**config.mk**
```make
export PLATFORM = sky130hd
export DESIGN_NAME = fm_mixer
export DESIGN_NICKNAME = d
export VERILOG_FILES = /design/src/hdl/fm_mixer_pkg.sv /design/src/hdl/patch_regs.sv /design/src/hdl/slot_sequencer.sv /design/src/hdl/modulation_matrix.sv /design/src/hdl/vol_mixer.sv /design/src/hdl/fm_mixer.sv
export VERILOG_INCLUDE_DIRS = /design/src /design/src/hdl
export SDC_FILE = /design/constraint.sdc
export NUM_CORES = 2
export LEC_CHECK = 0
export ABC_CLOCK_PERIOD_IN_PS = 15470
export CAP_MARGIN = 40
export CORE_AREA = 2 2 363 365
export DETAILED_ROUTE_END_ITERATION = 7
export DIE_AREA = 0 0 365 367
export DONT_BUFFER_PORTS = 1
export GPL_TIMING_DRIVEN = 0
export PLACE_DENSITY = 0.55
export SYNTH_ARGS = -nofsm -noshare
export SYNTH_HDL_FRONTEND = slang
export SYNTH_SLANG_ARGS = --single-unit
```
**constraint.sdc**
```tcl
create_clock -name sCLK_XVXENVS -period 15.47 [get_ports sCLK_XVXENVS]
set_input_delay 0.7735 -clock sCLK_XVXENVS [delete_from_list [all_inputs] [get_ports sCLK_XVXENVS]]
set_output_delay 0.7735 -clock sCLK_XVXENVS [all_outputs]
set_load 0.05 [all_outputs]
```
**src/hdl/fm_mixer_config.svh**
```systemverilog
`ifndef FM_MIXER_CONFIG_SVH
`define FM_MIXER_CONFIG_SVH

// voices sharing the slot pipeline
`define FM_VOICES 4

// oscillators per voice
`define FM_V_OSC 4

// stereo channel width
`define FM_AUD_DEPTH 24

// slots per frame, voice-major order
`define FM_SLOTS (`FM_VOICES * `FM_V_OSC)

`endif

```
**src/hdl/fm_mixer_pkg.sv**
```systemverilog
`default_nettype none

`include "fm_mixer_config.svh"

package fm_mixer_pkg;

    localparam int VOICE_W = $clog2(`FM_VOICES);
    localparam int OSC_W   = $clog2(`FM_V_OSC);

    typedef logic [VOICE_W-1:0]              voice_t;
    typedef logic [OSC_W-1:0]                osc_t;
    typedef logic signed [7:0]               level_t;   // envelope level or patch register
    typedef logic signed [16:0]              sine_t;
    typedef logic signed [10:0]              mod_t;
    typedef logic signed [`FM_AUD_DEPTH-1:0] audio_t;
    typedef logic [6:0]                      reg_adr_t;

    // voice in the upper bits so a flat count runs voice-major
    typedef struct packed {
        voice_t voice;
        osc_t   osc;
    } slot_t;

    typedef struct packed {
        reg_adr_t adr;
        level_t   wr_data;
        logic     wr_stb;
        logic     rd_stb;
    } host_bus_t;

    // register map bases
    localparam reg_adr_t ADR_LVL   = 7'h00;  // one per oscillator
    localparam reg_adr_t ADR_PAN   = 7'h08;  // one per oscillator
    localparam reg_adr_t ADR_ROUTE = 7'h10;  // dest * V_OSC + src
    localparam reg_adr_t ADR_MVOL  = 7'h20;

endpackage

`default_nettype wire

```
**src/hdl/patch_regs.sv**
```systemverilog
`timescale 1ns/1ps
`default_nettype none

`include "fm_mixer_config.svh"

module patch_regs (
    input  logic                    sCLK_XVXENVS,
    input  logic                    rst_n,
    input  fm_mixer_pkg::host_bus_t host,
    output fm_mixer_pkg::level_t    rd_data,
    output fm_mixer_pkg::level_t    osc_lvl [`FM_V_OSC],
    output fm_mixer_pkg::level_t    osc_pan [`FM_V_OSC],
    output fm_mixer_pkg::level_t    route   [`FM_V_OSC*`FM_V_OSC],
    output fm_mixer_pkg::level_t    m_vol
);
    import fm_mixer_pkg::*;

    localparam int ROUTE_N = `FM_V_OSC * `FM_V_OSC;

    level_t rd_mux;
    level_t pan_clamped;

    // pan is 0..127, anything with bit 7 set pins to full right
    assign pan_clamped = host.wr_data[7] ? 8'sd127 : host.wr_data;

    always_ff @(posedge sCLK_XVXENVS) begin
        if (!rst_n) begin
            for (int i = 0; i < `FM_V_OSC; i++) begin
                osc_lvl[i] <= '0;
                osc_pan[i] <= '0;
            end
            for (int i = 0; i < ROUTE_N; i++) begin
                route[i] <= '0;
            end
            m_vol <= '0;
        end else if (host.wr_stb) begin
            for (int i = 0; i < `FM_V_OSC; i++) begin
                if (host.adr == ADR_LVL + reg_adr_t'(i)) begin
                    osc_lvl[i] <= host.wr_data;
                end
                if (host.adr == ADR_PAN + reg_adr_t'(i)) begin
                    osc_pan[i] <= pan_clamped;
                end
            end
            for (int i = 0; i < ROUTE_N; i++) begin
                if (host.adr == ADR_ROUTE + reg_adr_t'(i)) begin
                    route[i] <= host.wr_data;
                end
            end
            if (host.adr == ADR_MVOL) begin
                m_vol <= host.wr_data;
            end
        end
    end

    // read mux, holes in the map fall through to zero
    always_comb begin
        rd_mux = '0;
        for (int i = 0; i < `FM_V_OSC; i++) begin
            if (host.adr == ADR_LVL + reg_adr_t'(i)) begin
                rd_mux = osc_lvl[i];
            end
            if (host.adr == ADR_PAN + reg_adr_t'(i)) begin
                rd_mux = osc_pan[i];
            end
        end
        for (int i = 0; i < ROUTE_N; i++) begin
            if (host.adr == ADR_ROUTE + reg_adr_t'(i)) begin
                rd_mux = route[i];
            end
        end
        if (host.adr == ADR_MVOL) begin
            rd_mux = m_vol;
        end
    end

    always_ff @(posedge sCLK_XVXENVS) begin
        if (!rst_n) begin
            rd_data <= '0;
        end else if (host.rd_stb) begin
            rd_data <= rd_mux;  // held until the next read
        end
    end

endmodule

`default_nettype wire

```
**src/hdl/slot_sequencer.sv**
```systemverilog
`timescale 1ns/1ps
`default_nettype none

`include "fm_mixer_config.svh"

module slot_sequencer (
    input  logic                sCLK_XVXENVS,
    input  logic                rst_n,
    input  logic                frame_start,
    output fm_mixer_pkg::slot_t slot_now,
    output fm_mixer_pkg::slot_t slot_d1,
    output fm_mixer_pkg::slot_t slot_d2,
    output logic                frame_end_d2
);
    import fm_mixer_pkg::*;

    localparam int CNT_W = $bits(slot_t);
    localparam int O_W   = $bits(osc_t);
    localparam logic [CNT_W-1:0] LAST_SLOT = CNT_W'(`FM_SLOTS - 1);

    logic [CNT_W-1:0] cnt_q;
    logic [CNT_W-1:0] cnt_cur;
    logic [CNT_W-1:0] cnt_nxt;

    // frame_start forces slot 0 in its own cycle
    assign cnt_cur = frame_start ? '0 : cnt_q;
    assign cnt_nxt = (cnt_cur == LAST_SLOT) ? '0 : cnt_cur + CNT_W'(1);

    // voice-major split of the flat count
    assign slot_now.voice = cnt_cur[CNT_W-1:O_W];
    assign slot_now.osc   = cnt_cur[O_W-1:0];

    always_ff @(posedge sCLK_XVXENVS) begin
        if (!rst_n) begin
            cnt_q <= '0;
        end else begin
            cnt_q <= cnt_nxt;  // wraps by itself without frame_start
        end
    end

    // index delay line, one stage per pipeline register downstream
    always_ff @(posedge sCLK_XVXENVS) begin
        if (!rst_n) begin
            slot_d1 <= '0;
            slot_d2 <= '0;
        end else begin
            slot_d1 <= slot_now;
            slot_d2 <= slot_d1;
        end
    end

    assign frame_end_d2 = (slot_d2 == LAST_SLOT);  // last slot sits in stage 2

endmodule

`default_nettype wire

```
**src/hdl/modulation_matrix.sv**
```systemverilog
`timescale 1ns/1ps
`default_nettype none

`include "fm_mixer_config.svh"

module modulation_matrix (
    input  logic                 sCLK_XVXENVS,
    input  logic                 rst_n,
    input  fm_mixer_pkg::slot_t  slot_now,
    input  fm_mixer_pkg::slot_t  slot_d1,
    input  fm_mixer_pkg::level_t level_mul_vel,
    input  fm_mixer_pkg::sine_t  sine_lut_out,
    input  fm_mixer_pkg::level_t route [`FM_V_OSC*`FM_V_OSC],
    output fm_mixer_pkg::mod_t   modulation,
    output fm_mixer_pkg::slot_t  mod_slot,
    output logic                 mod_valid,
    output fm_mixer_pkg::level_t op_out
);
    import fm_mixer_pkg::*;

    localparam int LVL_W  = $bits(level_t);
    localparam int PROD_W = $bits(sine_t) + LVL_W;
    localparam int OPS_W  = PROD_W - 8;
    localparam int SUM_W  = 2 * LVL_W + $clog2(`FM_V_OSC);
    localparam int MODS_W = SUM_W - 6;
    localparam int MOD_W  = $bits(mod_t);

    level_t                   op_mem    [`FM_VOICES][`FM_V_OSC];
    level_t                   voice_ops [`FM_V_OSC];  // last frame's outputs, voice in flight
    logic signed [PROD_W-1:0] op_prod;
    logic signed [OPS_W-1:0]  op_shift;
    level_t                   op_sat;
    logic signed [SUM_W-1:0]  mod_sum;
    logic signed [MODS_W-1:0] mod_shift;
    mod_t                     mod_sat;
    logic                     vld_d1;

    assign op_prod  = sine_lut_out * level_mul_vel;
    assign op_shift = op_prod[PROD_W-1:8];  // >>> 8

    // clip operator output to the level range
    always_comb begin
        if (op_shift[OPS_W-1:LVL_W-1] == {(OPS_W-LVL_W+1){op_shift[OPS_W-1]}}) begin
            op_sat = op_shift[LVL_W-1:0];
        end else if (op_shift[OPS_W-1]) begin
            op_sat = {1'b1, {(LVL_W-1){1'b0}}};
        end else begin
            op_sat = {1'b0, {(LVL_W-1){1'b1}}};
        end
    end

    // row slot_d1.osc of the matrix, diagonal term is feedback
    always_comb begin
        mod_sum = '0;
        for (int s = 0; s < `FM_V_OSC; s++) begin
            mod_sum = mod_sum + route[slot_d1.osc * `FM_V_OSC + s] * voice_ops[s];
        end
    end

    assign mod_shift = mod_sum[SUM_W-1:6];

    always_comb begin
        if (mod_shift[MODS_W-1:MOD_W-1] == {(MODS_W-MOD_W+1){mod_shift[MODS_W-1]}}) begin
            mod_sat = mod_shift[MOD_W-1:0];
        end else if (mod_shift[MODS_W-1]) begin
            mod_sat = {1'b1, {(MOD_W-1){1'b0}}};
        end else begin
            mod_sat = {1'b0, {(MOD_W-1){1'b1}}};
        end
    end

    always_ff @(posedge sCLK_XVXENVS) begin
        if (!rst_n) begin
            op_out    <= '0;
            vld_d1    <= 1'b0;
            mod_valid <= 1'b0;
            for (int o = 0; o < `FM_V_OSC; o++) begin
                voice_ops[o] <= '0;
                for (int v = 0; v < `FM_VOICES; v++) begin
                    op_mem[v][o] <= '0;
                end
            end
        end else begin
            op_out    <= op_sat;     // stage 1
            vld_d1    <= 1'b1;
            mod_valid <= vld_d1;
            if (slot_now.osc == '0) begin
                voice_ops <= op_mem[slot_now.voice];  // snapshot before this frame overwrites
            end
            op_mem[slot_d1.voice][slot_d1.osc] <= op_out;  // stage 2
        end
    end

    always_ff @(posedge sCLK_XVXENVS) begin
        modulation <= mod_sat;
        mod_slot   <= slot_d1;
    end

endmodule

`default_nettype wire

```
**src/hdl/vol_mixer.sv**
```systemverilog
`timescale 1ns/1ps
`default_nettype none

`include "fm_mixer_config.svh"

module vol_mixer (
    input  logic                 sCLK_XVXENVS,
    input  logic                 rst_n,
    input  fm_mixer_pkg::slot_t  slot_d1,
    input  logic                 frame_end_d2,
    input  fm_mixer_pkg::level_t op_out,
    input  fm_mixer_pkg::level_t osc_lvl [`FM_V_OSC],
    input  fm_mixer_pkg::level_t osc_pan [`FM_V_OSC],
    input  fm_mixer_pkg::level_t m_vol,
    output fm_mixer_pkg::audio_t lsound_out,
    output fm_mixer_pkg::audio_t rsound_out,
    output logic                 sound_valid
);
    import fm_mixer_pkg::*;

    localparam int LVL_W   = $bits(level_t);
    localparam int AUD_W   = $bits(audio_t);
    localparam int SLOT_PW = 2 * LVL_W;
    localparam int SLOT_W  = SLOT_PW - 7;
    localparam int SIDE_PW = SLOT_W + LVL_W;
    localparam int SIDE_W  = SIDE_PW - 7;
    localparam int ACC_W   = SIDE_W + $clog2(`FM_SLOTS);
    localparam int WIDE_W  = ACC_W + LVL_W + 1 + AUD_W;

    level_t                    lvl;
    level_t                    pan;
    level_t                    pan_inv;
    logic signed [SLOT_PW-1:0] slot_prod;
    logic signed [SLOT_W-1:0]  slot_val;
    logic signed [SIDE_PW-1:0] l_prod;
    logic signed [SIDE_PW-1:0] r_prod;
    logic signed [SIDE_W-1:0]  l_side;
    logic signed [SIDE_W-1:0]  r_side;
    logic signed [ACC_W-1:0]   acc_l;
    logic signed [ACC_W-1:0]   acc_r;
    logic signed [LVL_W:0]     vol_s;
    logic signed [WIDE_W-1:0]  l_mix;
    logic signed [WIDE_W-1:0]  r_mix;
    logic                      frame_first;

    function automatic audio_t sat_audio(input logic signed [WIDE_W-1:0] v);
        logic signed [WIDE_W-1:0] top;
        top = v >>> (AUD_W - 1);
        if (top == '0 || top == '1) begin
            return v[AUD_W-1:0];
        end else if (v[WIDE_W-1]) begin
            return {1'b1, {(AUD_W-1){1'b0}}};
        end
        return {1'b0, {(AUD_W-1){1'b1}}};
    endfunction

    assign lvl     = osc_lvl[slot_d1.osc];
    assign pan     = osc_pan[slot_d1.osc];
    assign pan_inv = 8'sd127 - pan;  // pan stored already clamped to 0..127

    assign slot_prod = op_out * lvl;
    assign slot_val  = slot_prod[SLOT_PW-1:7];
    assign l_prod    = slot_val * pan_inv;
    assign r_prod    = slot_val * pan;
    assign l_side    = l_prod[SIDE_PW-1:7];
    assign r_side    = r_prod[SIDE_PW-1:7];

    // master volume as unsigned
    assign vol_s = $signed({1'b0, m_vol});
    assign l_mix = acc_l * vol_s;
    assign r_mix = acc_r * vol_s;

    // slot 0 in stage 2 restarts the sums, also after a mid-frame restart
    assign frame_first = (slot_d1 == '0);

    always_ff @(posedge sCLK_XVXENVS) begin
        if (!rst_n) begin
            acc_l       <= '0;
            acc_r       <= '0;
            lsound_out  <= '0;
            rsound_out  <= '0;
            sound_valid <= 1'b0;
        end else begin
            sound_valid <= frame_end_d2;
            if (frame_end_d2) begin
                lsound_out <= sat_audio(l_mix >>> 7);  // acc still holds the whole frame
                rsound_out <= sat_audio(r_mix >>> 7);
            end
            if (frame_first) begin
                acc_l <= l_side;
                acc_r <= r_side;
            end else begin
                acc_l <= acc_l + l_side;
                acc_r <= acc_r + r_side;
            end
        end
    end

endmodule

`default_nettype wire

```
**src/hdl/fm_mixer.sv**
```systemverilog
`timescale 1ns/1ps
`default_nettype none

`include "fm_mixer_config.svh"

module fm_mixer (
    input  logic                    sCLK_XVXENVS,
    input  logic                    rst_n,
    input  fm_mixer_pkg::host_bus_t host,
    output fm_mixer_pkg::level_t    rd_data,
    input  logic                    frame_start,
    input  fm_mixer_pkg::level_t    level_mul_vel,
    input  fm_mixer_pkg::sine_t     sine_lut_out,
    output fm_mixer_pkg::mod_t      modulation,
    output fm_mixer_pkg::slot_t     mod_slot,
    output logic                    mod_valid,
    output fm_mixer_pkg::audio_t    lsound_out,
    output fm_mixer_pkg::audio_t    rsound_out,
    output logic                    sound_valid
);
    import fm_mixer_pkg::*;

    level_t osc_lvl [`FM_V_OSC];
    level_t osc_pan [`FM_V_OSC];
    level_t route   [`FM_V_OSC*`FM_V_OSC];
    level_t m_vol;
    level_t op_out;   // stage-1 operator output
    slot_t  slot_now;
    slot_t  slot_d1;
    logic   frame_end_d2;

    patch_regs patch_regs_i (
        .sCLK_XVXENVS (sCLK_XVXENVS),
        .rst_n        (rst_n),
        .host         (host),
        .rd_data      (rd_data),
        .osc_lvl      (osc_lvl),
        .osc_pan      (osc_pan),
        .route        (route),
        .m_vol        (m_vol)
    );

    slot_sequencer slot_sequencer_i (
        .sCLK_XVXENVS (sCLK_XVXENVS),
        .rst_n        (rst_n),
        .frame_start  (frame_start),
        .slot_now     (slot_now),
        .slot_d1      (slot_d1),
        .slot_d2      (),              // mod_slot carries this index
        .frame_end_d2 (frame_end_d2)
    );

    modulation_matrix modulation_matrix_i (
        .sCLK_XVXENVS  (sCLK_XVXENVS),
        .rst_n         (rst_n),
        .slot_now      (slot_now),
        .slot_d1       (slot_d1),
        .level_mul_vel (level_mul_vel),
        .sine_lut_out  (sine_lut_out),
        .route         (route),
        .modulation    (modulation),
        .mod_slot      (mod_slot),
        .mod_valid     (mod_valid),
        .op_out        (op_out)
    );

    vol_mixer vol_mixer_i (
        .sCLK_XVXENVS (sCLK_XVXENVS),
        .rst_n        (rst_n),
        .slot_d1      (slot_d1),
        .frame_end_d2 (frame_end_d2),
        .op_out       (op_out),
        .osc_lvl      (osc_lvl),
        .osc_pan      (osc_pan),
        .m_vol        (m_vol),
        .lsound_out   (lsound_out),
        .rsound_out   (rsound_out),
        .sound_valid  (sound_valid)
    );

endmodule

`default_nettype wire

```
# Word-level counts from Yosys, hierarchy flattened
# Memory sizes are Yosys's and may differ from the RTL's. A register that Yosys moved wholly into a read port is not among the register bits.
# Cells that the tools add are included.
# W data, S select, Z words.
# totals
romBits	0
reg_bits	322
ramBits	128
inputBits	45
mem_count	1
latchBits	0
# classes
muxes	73
div	0
multipliers	10
add_sub_neg	10
eq_ne	30
reduce_logical	36
shifts	0
bitwise	6
order_cmp	6
# memory_table
name	depth	word_bits	read_ports	rd_clocked_by_memory_dff	wr	line_no	rtl
modulation_matrix_i.op_mem	4	32	1	1	4	modulation_matrix.sv:28	level_t op_mem [`FM_VOICES][`FM_V_OSC];
# op_table
op	n
$mux W8	40
$mux W24	6
$ge A33 B5 Y1 const B	4
$bmux W8 S4	4
$eq A7 B5 Y1 const B	16
$not A32 Y33	3
$mux W32	3
$eq A47 B47 Y1 const B	2
$logic_not A47 Y1	2
$mul A8 B8 Y16	5
$add A18 B18 Y18	3
$reduce_and A2 Y1	25
$mul A14 B9 Y23	2
$mul A9 B8 Y17	2
$not A4 Y33	1
$bmux W8 S2	2
$reduce_or A32 Y1	1
$add A14 B10 Y14	2
$eq A7 B4 Y1 const B	4
$mux W14	2
$mul A17 B8 Y25	1
$mux W11	2
$demux W8 S2	1
$eq A7 B2 Y1 const B	2
24 further kinds	36

# Logic depth before layout (Yosys ltp)
# logic_depth
depth_word	26
depth_mapped	48
ltp_nobuf	44

# Hierarchy
# From an unflattened synthesis, not the netlist that was laid out.
# hier_totals
hier_cells	5683
hier_area_um2	53376.2
# by_module_without_submodules
module	n_inst	cells_per_inst	area_each_um2
modulation_matrix	1	2337	24128.1
vol_mixer	1	2119	18660.4
patch_regs	1	1187	10177.3
slot_sequencer	1	40	410.4

# Least setup slack after synthesis
# Ideal clock, no wire load.
# synth_timing
path_type	reg2reg
start	reg, netlist name slot_sequencer_i.slot_d1[1]
end	reg vol_mixer_i.acc_r[13]
synth_period_minus_slack_ps	11903
n_path_buf	5
arrival_time_ps	11771
slack_ps	3567
path_stages_with_launch	45
t_required_ps	15339
cell_sequence	dfxtp_1 > clkbuf_1 > buf_1 > buf_1 > clkbuf_1 > mux4_2 > and2_1 > fa_1 > inv_1 > fa_1 > inv_1 > fa_1 > inv_1 > fa_1 > inv_1 > ha_1 > a21oi_1 > o21ai_1 > (+9 left out) > inv_1 > fa_1 > inv_1 > ha_1 > a21o_1 > a21oi_1 > nor2b_1 > o21ai_0 > o31ai_1 > a311oi_1 > ha_1 > or2_2 > a21oi_1 > a21oi_1 > a31oi_1 > xnor2_1 > and3_1 > nor3_1
# synth_via
elab_chain_len	8
word_cells_on_any_way	12
cone_classes	1 x add/sub; 2 x mul; 7 x mux; 1 x bitwise; 1 x reduce/logical
# synth_rtl
element	line_no	rtl
$not A2 Y3 (implied by the code)	vol_mixer.sv:57, vol_mixer.sv:58	
$bmux W8 S2	vol_mixer.sv:57	assign lvl = osc_lvl[slot_d1.osc];
$mux W8 (implied by the code) (2 in a row)	vol_mixer.sv:57	
$mul A8 B8 Y16	vol_mixer.sv:61	assign slot_prod = op_out * lvl;
$mul A9 B8 Y17	vol_mixer.sv:64	assign r_prod = slot_val * pan;
$add A14 B10 Y14	vol_mixer.sv:94	acc_r <= acc_r + r_side;
$mux W14 *	vol_mixer.sv:89	if (frame_first) begin
end signal: assignment	vol_mixer.sv:91	acc_r <= r_side;
end signal: assignment	vol_mixer.sv:94	
end: declaration	vol_mixer.sv:40	logic signed [ACC_W-1:0] acc_r;
# Every way passes the cells marked *; elsewhere a longest branch is shown, timed or not. The select of a mux whose other input is x is not followed.
# A chain may end at the register's enable or synchronous reset.

# Worst setup path after layout
# layout_timing
start	reg, netlist name slot_sequencer_i.slot_d1[1]
end	reg vol_mixer_i.acc_r[13]
# layout_via
elab_chain_len	8
word_cells_on_any_way	12
cone_classes	1 x add/sub; 2 x mul; 7 x mux; 1 x bitwise; 1 x reduce/logical
# layout_rtl
element	line_no
$not A2 Y3 (implied by the code)	vol_mixer.sv:57, vol_mixer.sv:58
$bmux W8 S2	vol_mixer.sv:57
$mux W8 (implied by the code) (2 in a row)	vol_mixer.sv:57
$mul A8 B8 Y16	vol_mixer.sv:61
$mul A9 B8 Y17	vol_mixer.sv:64
$add A14 B10 Y14	vol_mixer.sv:94
$mux W14 *	vol_mixer.sv:89
# Marks and branches as above.

==> results.yml <==
setup_path:
  start_kind: "flop"
  path_max_fanout: 10
  crit_top_cell: "fa_1"
  worstPathRequired_ps: 16060
  end_kind: "flop"
  critPathMaxStageDelay_ps: 760
  cp.arrival_ps: 15030
  path_class: "reg2reg"
  cpMaxStageDelayCell: "buf_1"
synthesis:
  ys_ff_latch: 462
  async_flop_share_pct: 0
  synth-edff-count: 128
  syn_nets: 6791
  synth_top_cell_by_area: "fa_1"
  synthTopCellsByCount: "938 x inv_1, 686 x fa_1, 541 x and2_1"
  synth_seq_area_share_pct: 20.4
  ys.flop_type: "dfxtp_1"
  synth.top_cell.area_share_pct: 26.6
  synth_area_leaders: "fa_1 27%, dfxtp_1 13%, ha_1 9.5%"
  syn_area_sq_um: 51700
  synth_cell_types: 78
  ys_warn_count: 0
  avgSynthCellArea_sq_um: 9.12
  synthCells: 5669
  synth_most_common_cell: "inv_1"
global_route:
  grt_overflow: 0
  grt_max_degree: 16
  antenna_found_initial: 4
  grt_pass1_wl_um: 246000
  grt_usage_pct: 24.0
  grt_pass1_vias: 40803
floorplan:
  chipWidth_um: 365
  die_h_um: 367
  pin_count: 118
  start_util_pct: 39.6
  rows: 133
  die-area_sq_um: 134000
  coreArea_sq_um: 130000
sta:
  hold_violations: 0
  fmax_ghz: 0.0693
  setup-tns-final_ps: 0
  relSlewSlack_pct: 33.8
  report.final.slew_viol_count: 0
  tightest_slew_ps: 993
  fin_crit_ps: 14440
  setup_viol: 0
  timing.final.ws_setup_ps: 1030
  rsz0062_at_grt: "no"
  fin_skew_ps: 42.3
  fin_crit_sh_pct: 93.3
clocking:
  cts_buffers: 55
  postCtsSetupBuffers: 0
  cts_tree: "built"
  htree_levels: 2
  clk_pin_slew_ps: 60
  clock_latency_ps: 680
  cts.path.max_buffers: 3
  cts_resized: 0
  cts_hold_buf: 0
  cts-root-buf: "clkbuf_16"
  cts_sinks: 462
drt:
  via_per_inst: 5.20
  dr.pass1.iters: 8
  drtIter0Drc: 2818
  drcViolationCount: 0
  drt_wl_total_um: 158000
  vias: 39401
  wl_per_cell_um: 20.8
  postRouteAntennaNets: 0
placed_design:
  pre_cts_ws_ps: 1090
  place_congestion: 0.985
  io_buffer_count: 0
  dp_hpwl_um: 129000
  dp_cells: 7482
finish:
  drive_gt1_share_pct: 4.10
  final_cell_count_no_fill: 7583
  fill_cells: 12888
  nets: 6906
  area_growth_syn_to_layout_pct: 8.78
job:
  max-cap-violations: 0
power:
  total_power_mw: 4.56
  power_density_nw_per_um2: 81.0
  worst_ir_drop_vdd_v: 0.0000883
  cellLeakagePower_nw: 25.8
hold_path:
  min-delay-path-class: "in2reg"
status:
  status: "complete, no violations"
## critical path: cells and delay by family (launching register included)
kind                       cells  cell delay (ps)
buffers and inverters         11             3480
and+or+nand+nor                6             1090
adders and majority gates     11             4920
AOI/OAI and AO/OA             12             2870
xor gates and xnor gates       3              980
muxes                          1              550
DFF                            1              450
## state kept, by name, summed over array words and instances, names as in the netlist, 8 cells and up
register	count
vol_mixer_i.acc_r	14
patch_regs_i.route	128
modulation_matrix_i.op_mem	128
vol_mixer_i.lsound_out	16
patch_regs_i.osc_pan	28
vol_mixer_i.rsound_out	16
modulation_matrix_i.modulation	11
modulation_matrix_i.op_out	8
patch_regs_i.m_vol	8
patch_regs_i.rd_data	8
patch_regs_i.osc_lvl	32
vol_mixer_i.acc_l	14
modulation_matrix_i.voice_ops	32
## per-layer routing
metal,part of all wire (%),track usage [%],vias up
met5,0.0095,0,-
met4,4.1,8.46,4
met3,6.4,3.83,257
met2,48,40.9,1168
met1,42,30.6,19623
li1,-,-,18349
## cell usage in the layout (no fill, tap or decap), types with 15 or more instances in the layout
master and instances:
xnor2_1 148, mux2_2 15, and3_1 24, ha_1 391, or3_1 24, fa_1 686
o22ai_1 16, a31oi_1 48, buf_6 21, and2_1 541, dfxtp_1 334, xor2_1 63
a21o_1 28, buf_4 36, edfxtp_1 128, nor3_1 45, nand3_1 122, nor2b_1 58
nand2_1 517, a21oi_1 223, o21ai_0 96, a211oi_1 87, nor2_1 387, buf_1 22
nand2b_1 71, mux2i_1 154, clkbuf_1 216, o21a_1 30, o21bai_1 26, clkbuf_16 55
mux4_2 44, inv_1 938
## kinds of logic after synthesis
| logic type | count (synthesis) | synth area share [%] |
|---|---|---|
| XOR/XNOR | 211 | 3.57 |
| adder cells (fa/ha/maj) | 1077 | 36.0 |
| AND/OR/NAND/NOR | 1838 | 17.6 |
| multiplexers | 213 | 5.23 |
| AO/OA/AOI/OAI | 688 | 8.52 |
| flip-flops | 462 | 20.4 |
| buffers and inverters | 1180 | 8.70 |
## path summary, 6_finish.rpt
check | from | end | slack, ps | cells after the start
min reg2reg | slot_sequencer_i.slot_d1[3] | modulation_matrix_i.mod_slot[3] | 440 | 0
max | slot_sequencer_i.slot_d1[1] | vol_mixer_i.acc_r[13] | 1030 | 44
min | rst_n | modulation_matrix_i.vld_d1 | 150 | 0
max reg2reg | slot_sequencer_i.slot_d1[1] | vol_mixer_i.acc_r[13] | 1030 | 44
## report_power, final
| part | leakage (nW) | switching (mW) | internal [mW] |
|---|---|---|---|
| Clock | 0.873 | 0.570 | 0.760 |
| Combinational | 20.9 | 1.05 | 0.682 |
| Sequential | 4.04 | 0.175 | 1.32 |
## per-stage QoR
stage / util [%] / cell area (sq um) / hold slack, ps
6_report: 43.1 / 56200 / 146
5_1_grt: 43.1 / 56200 / 114
4_1_cts: 43.1 / 56200 / 108
3_5_place_dp: 41.7 / 54400 / 416
3_3_place_gp: 41.3 / 53900 / 420
2_1_floorplan: - / 51700 / 329
## area by class of cell
| type | count | area [sq um] | share of cell area [%] |
|---|---|---|---|
| diodes | 2 | 5.00 | 0.00890 |
| plain buffers | 242 | 977 | 1.74 |
| clock buffers | 77 | 1540 | 2.74 |
| clock inverters | 22 | 260 | 0.463 |
| inverters | 938 | 3520 | 6.26 |
| multi-input cells | 4027 | 36700 | 65.2 |
| flip-flops and latches | 462 | 10500 | 18.7 |
| well taps | 1755 | 2200 | 3.90 |
| repair buffers | 58 | 526 | 0.934 |
No activity file was read; power rests on OpenSTA's default activity.
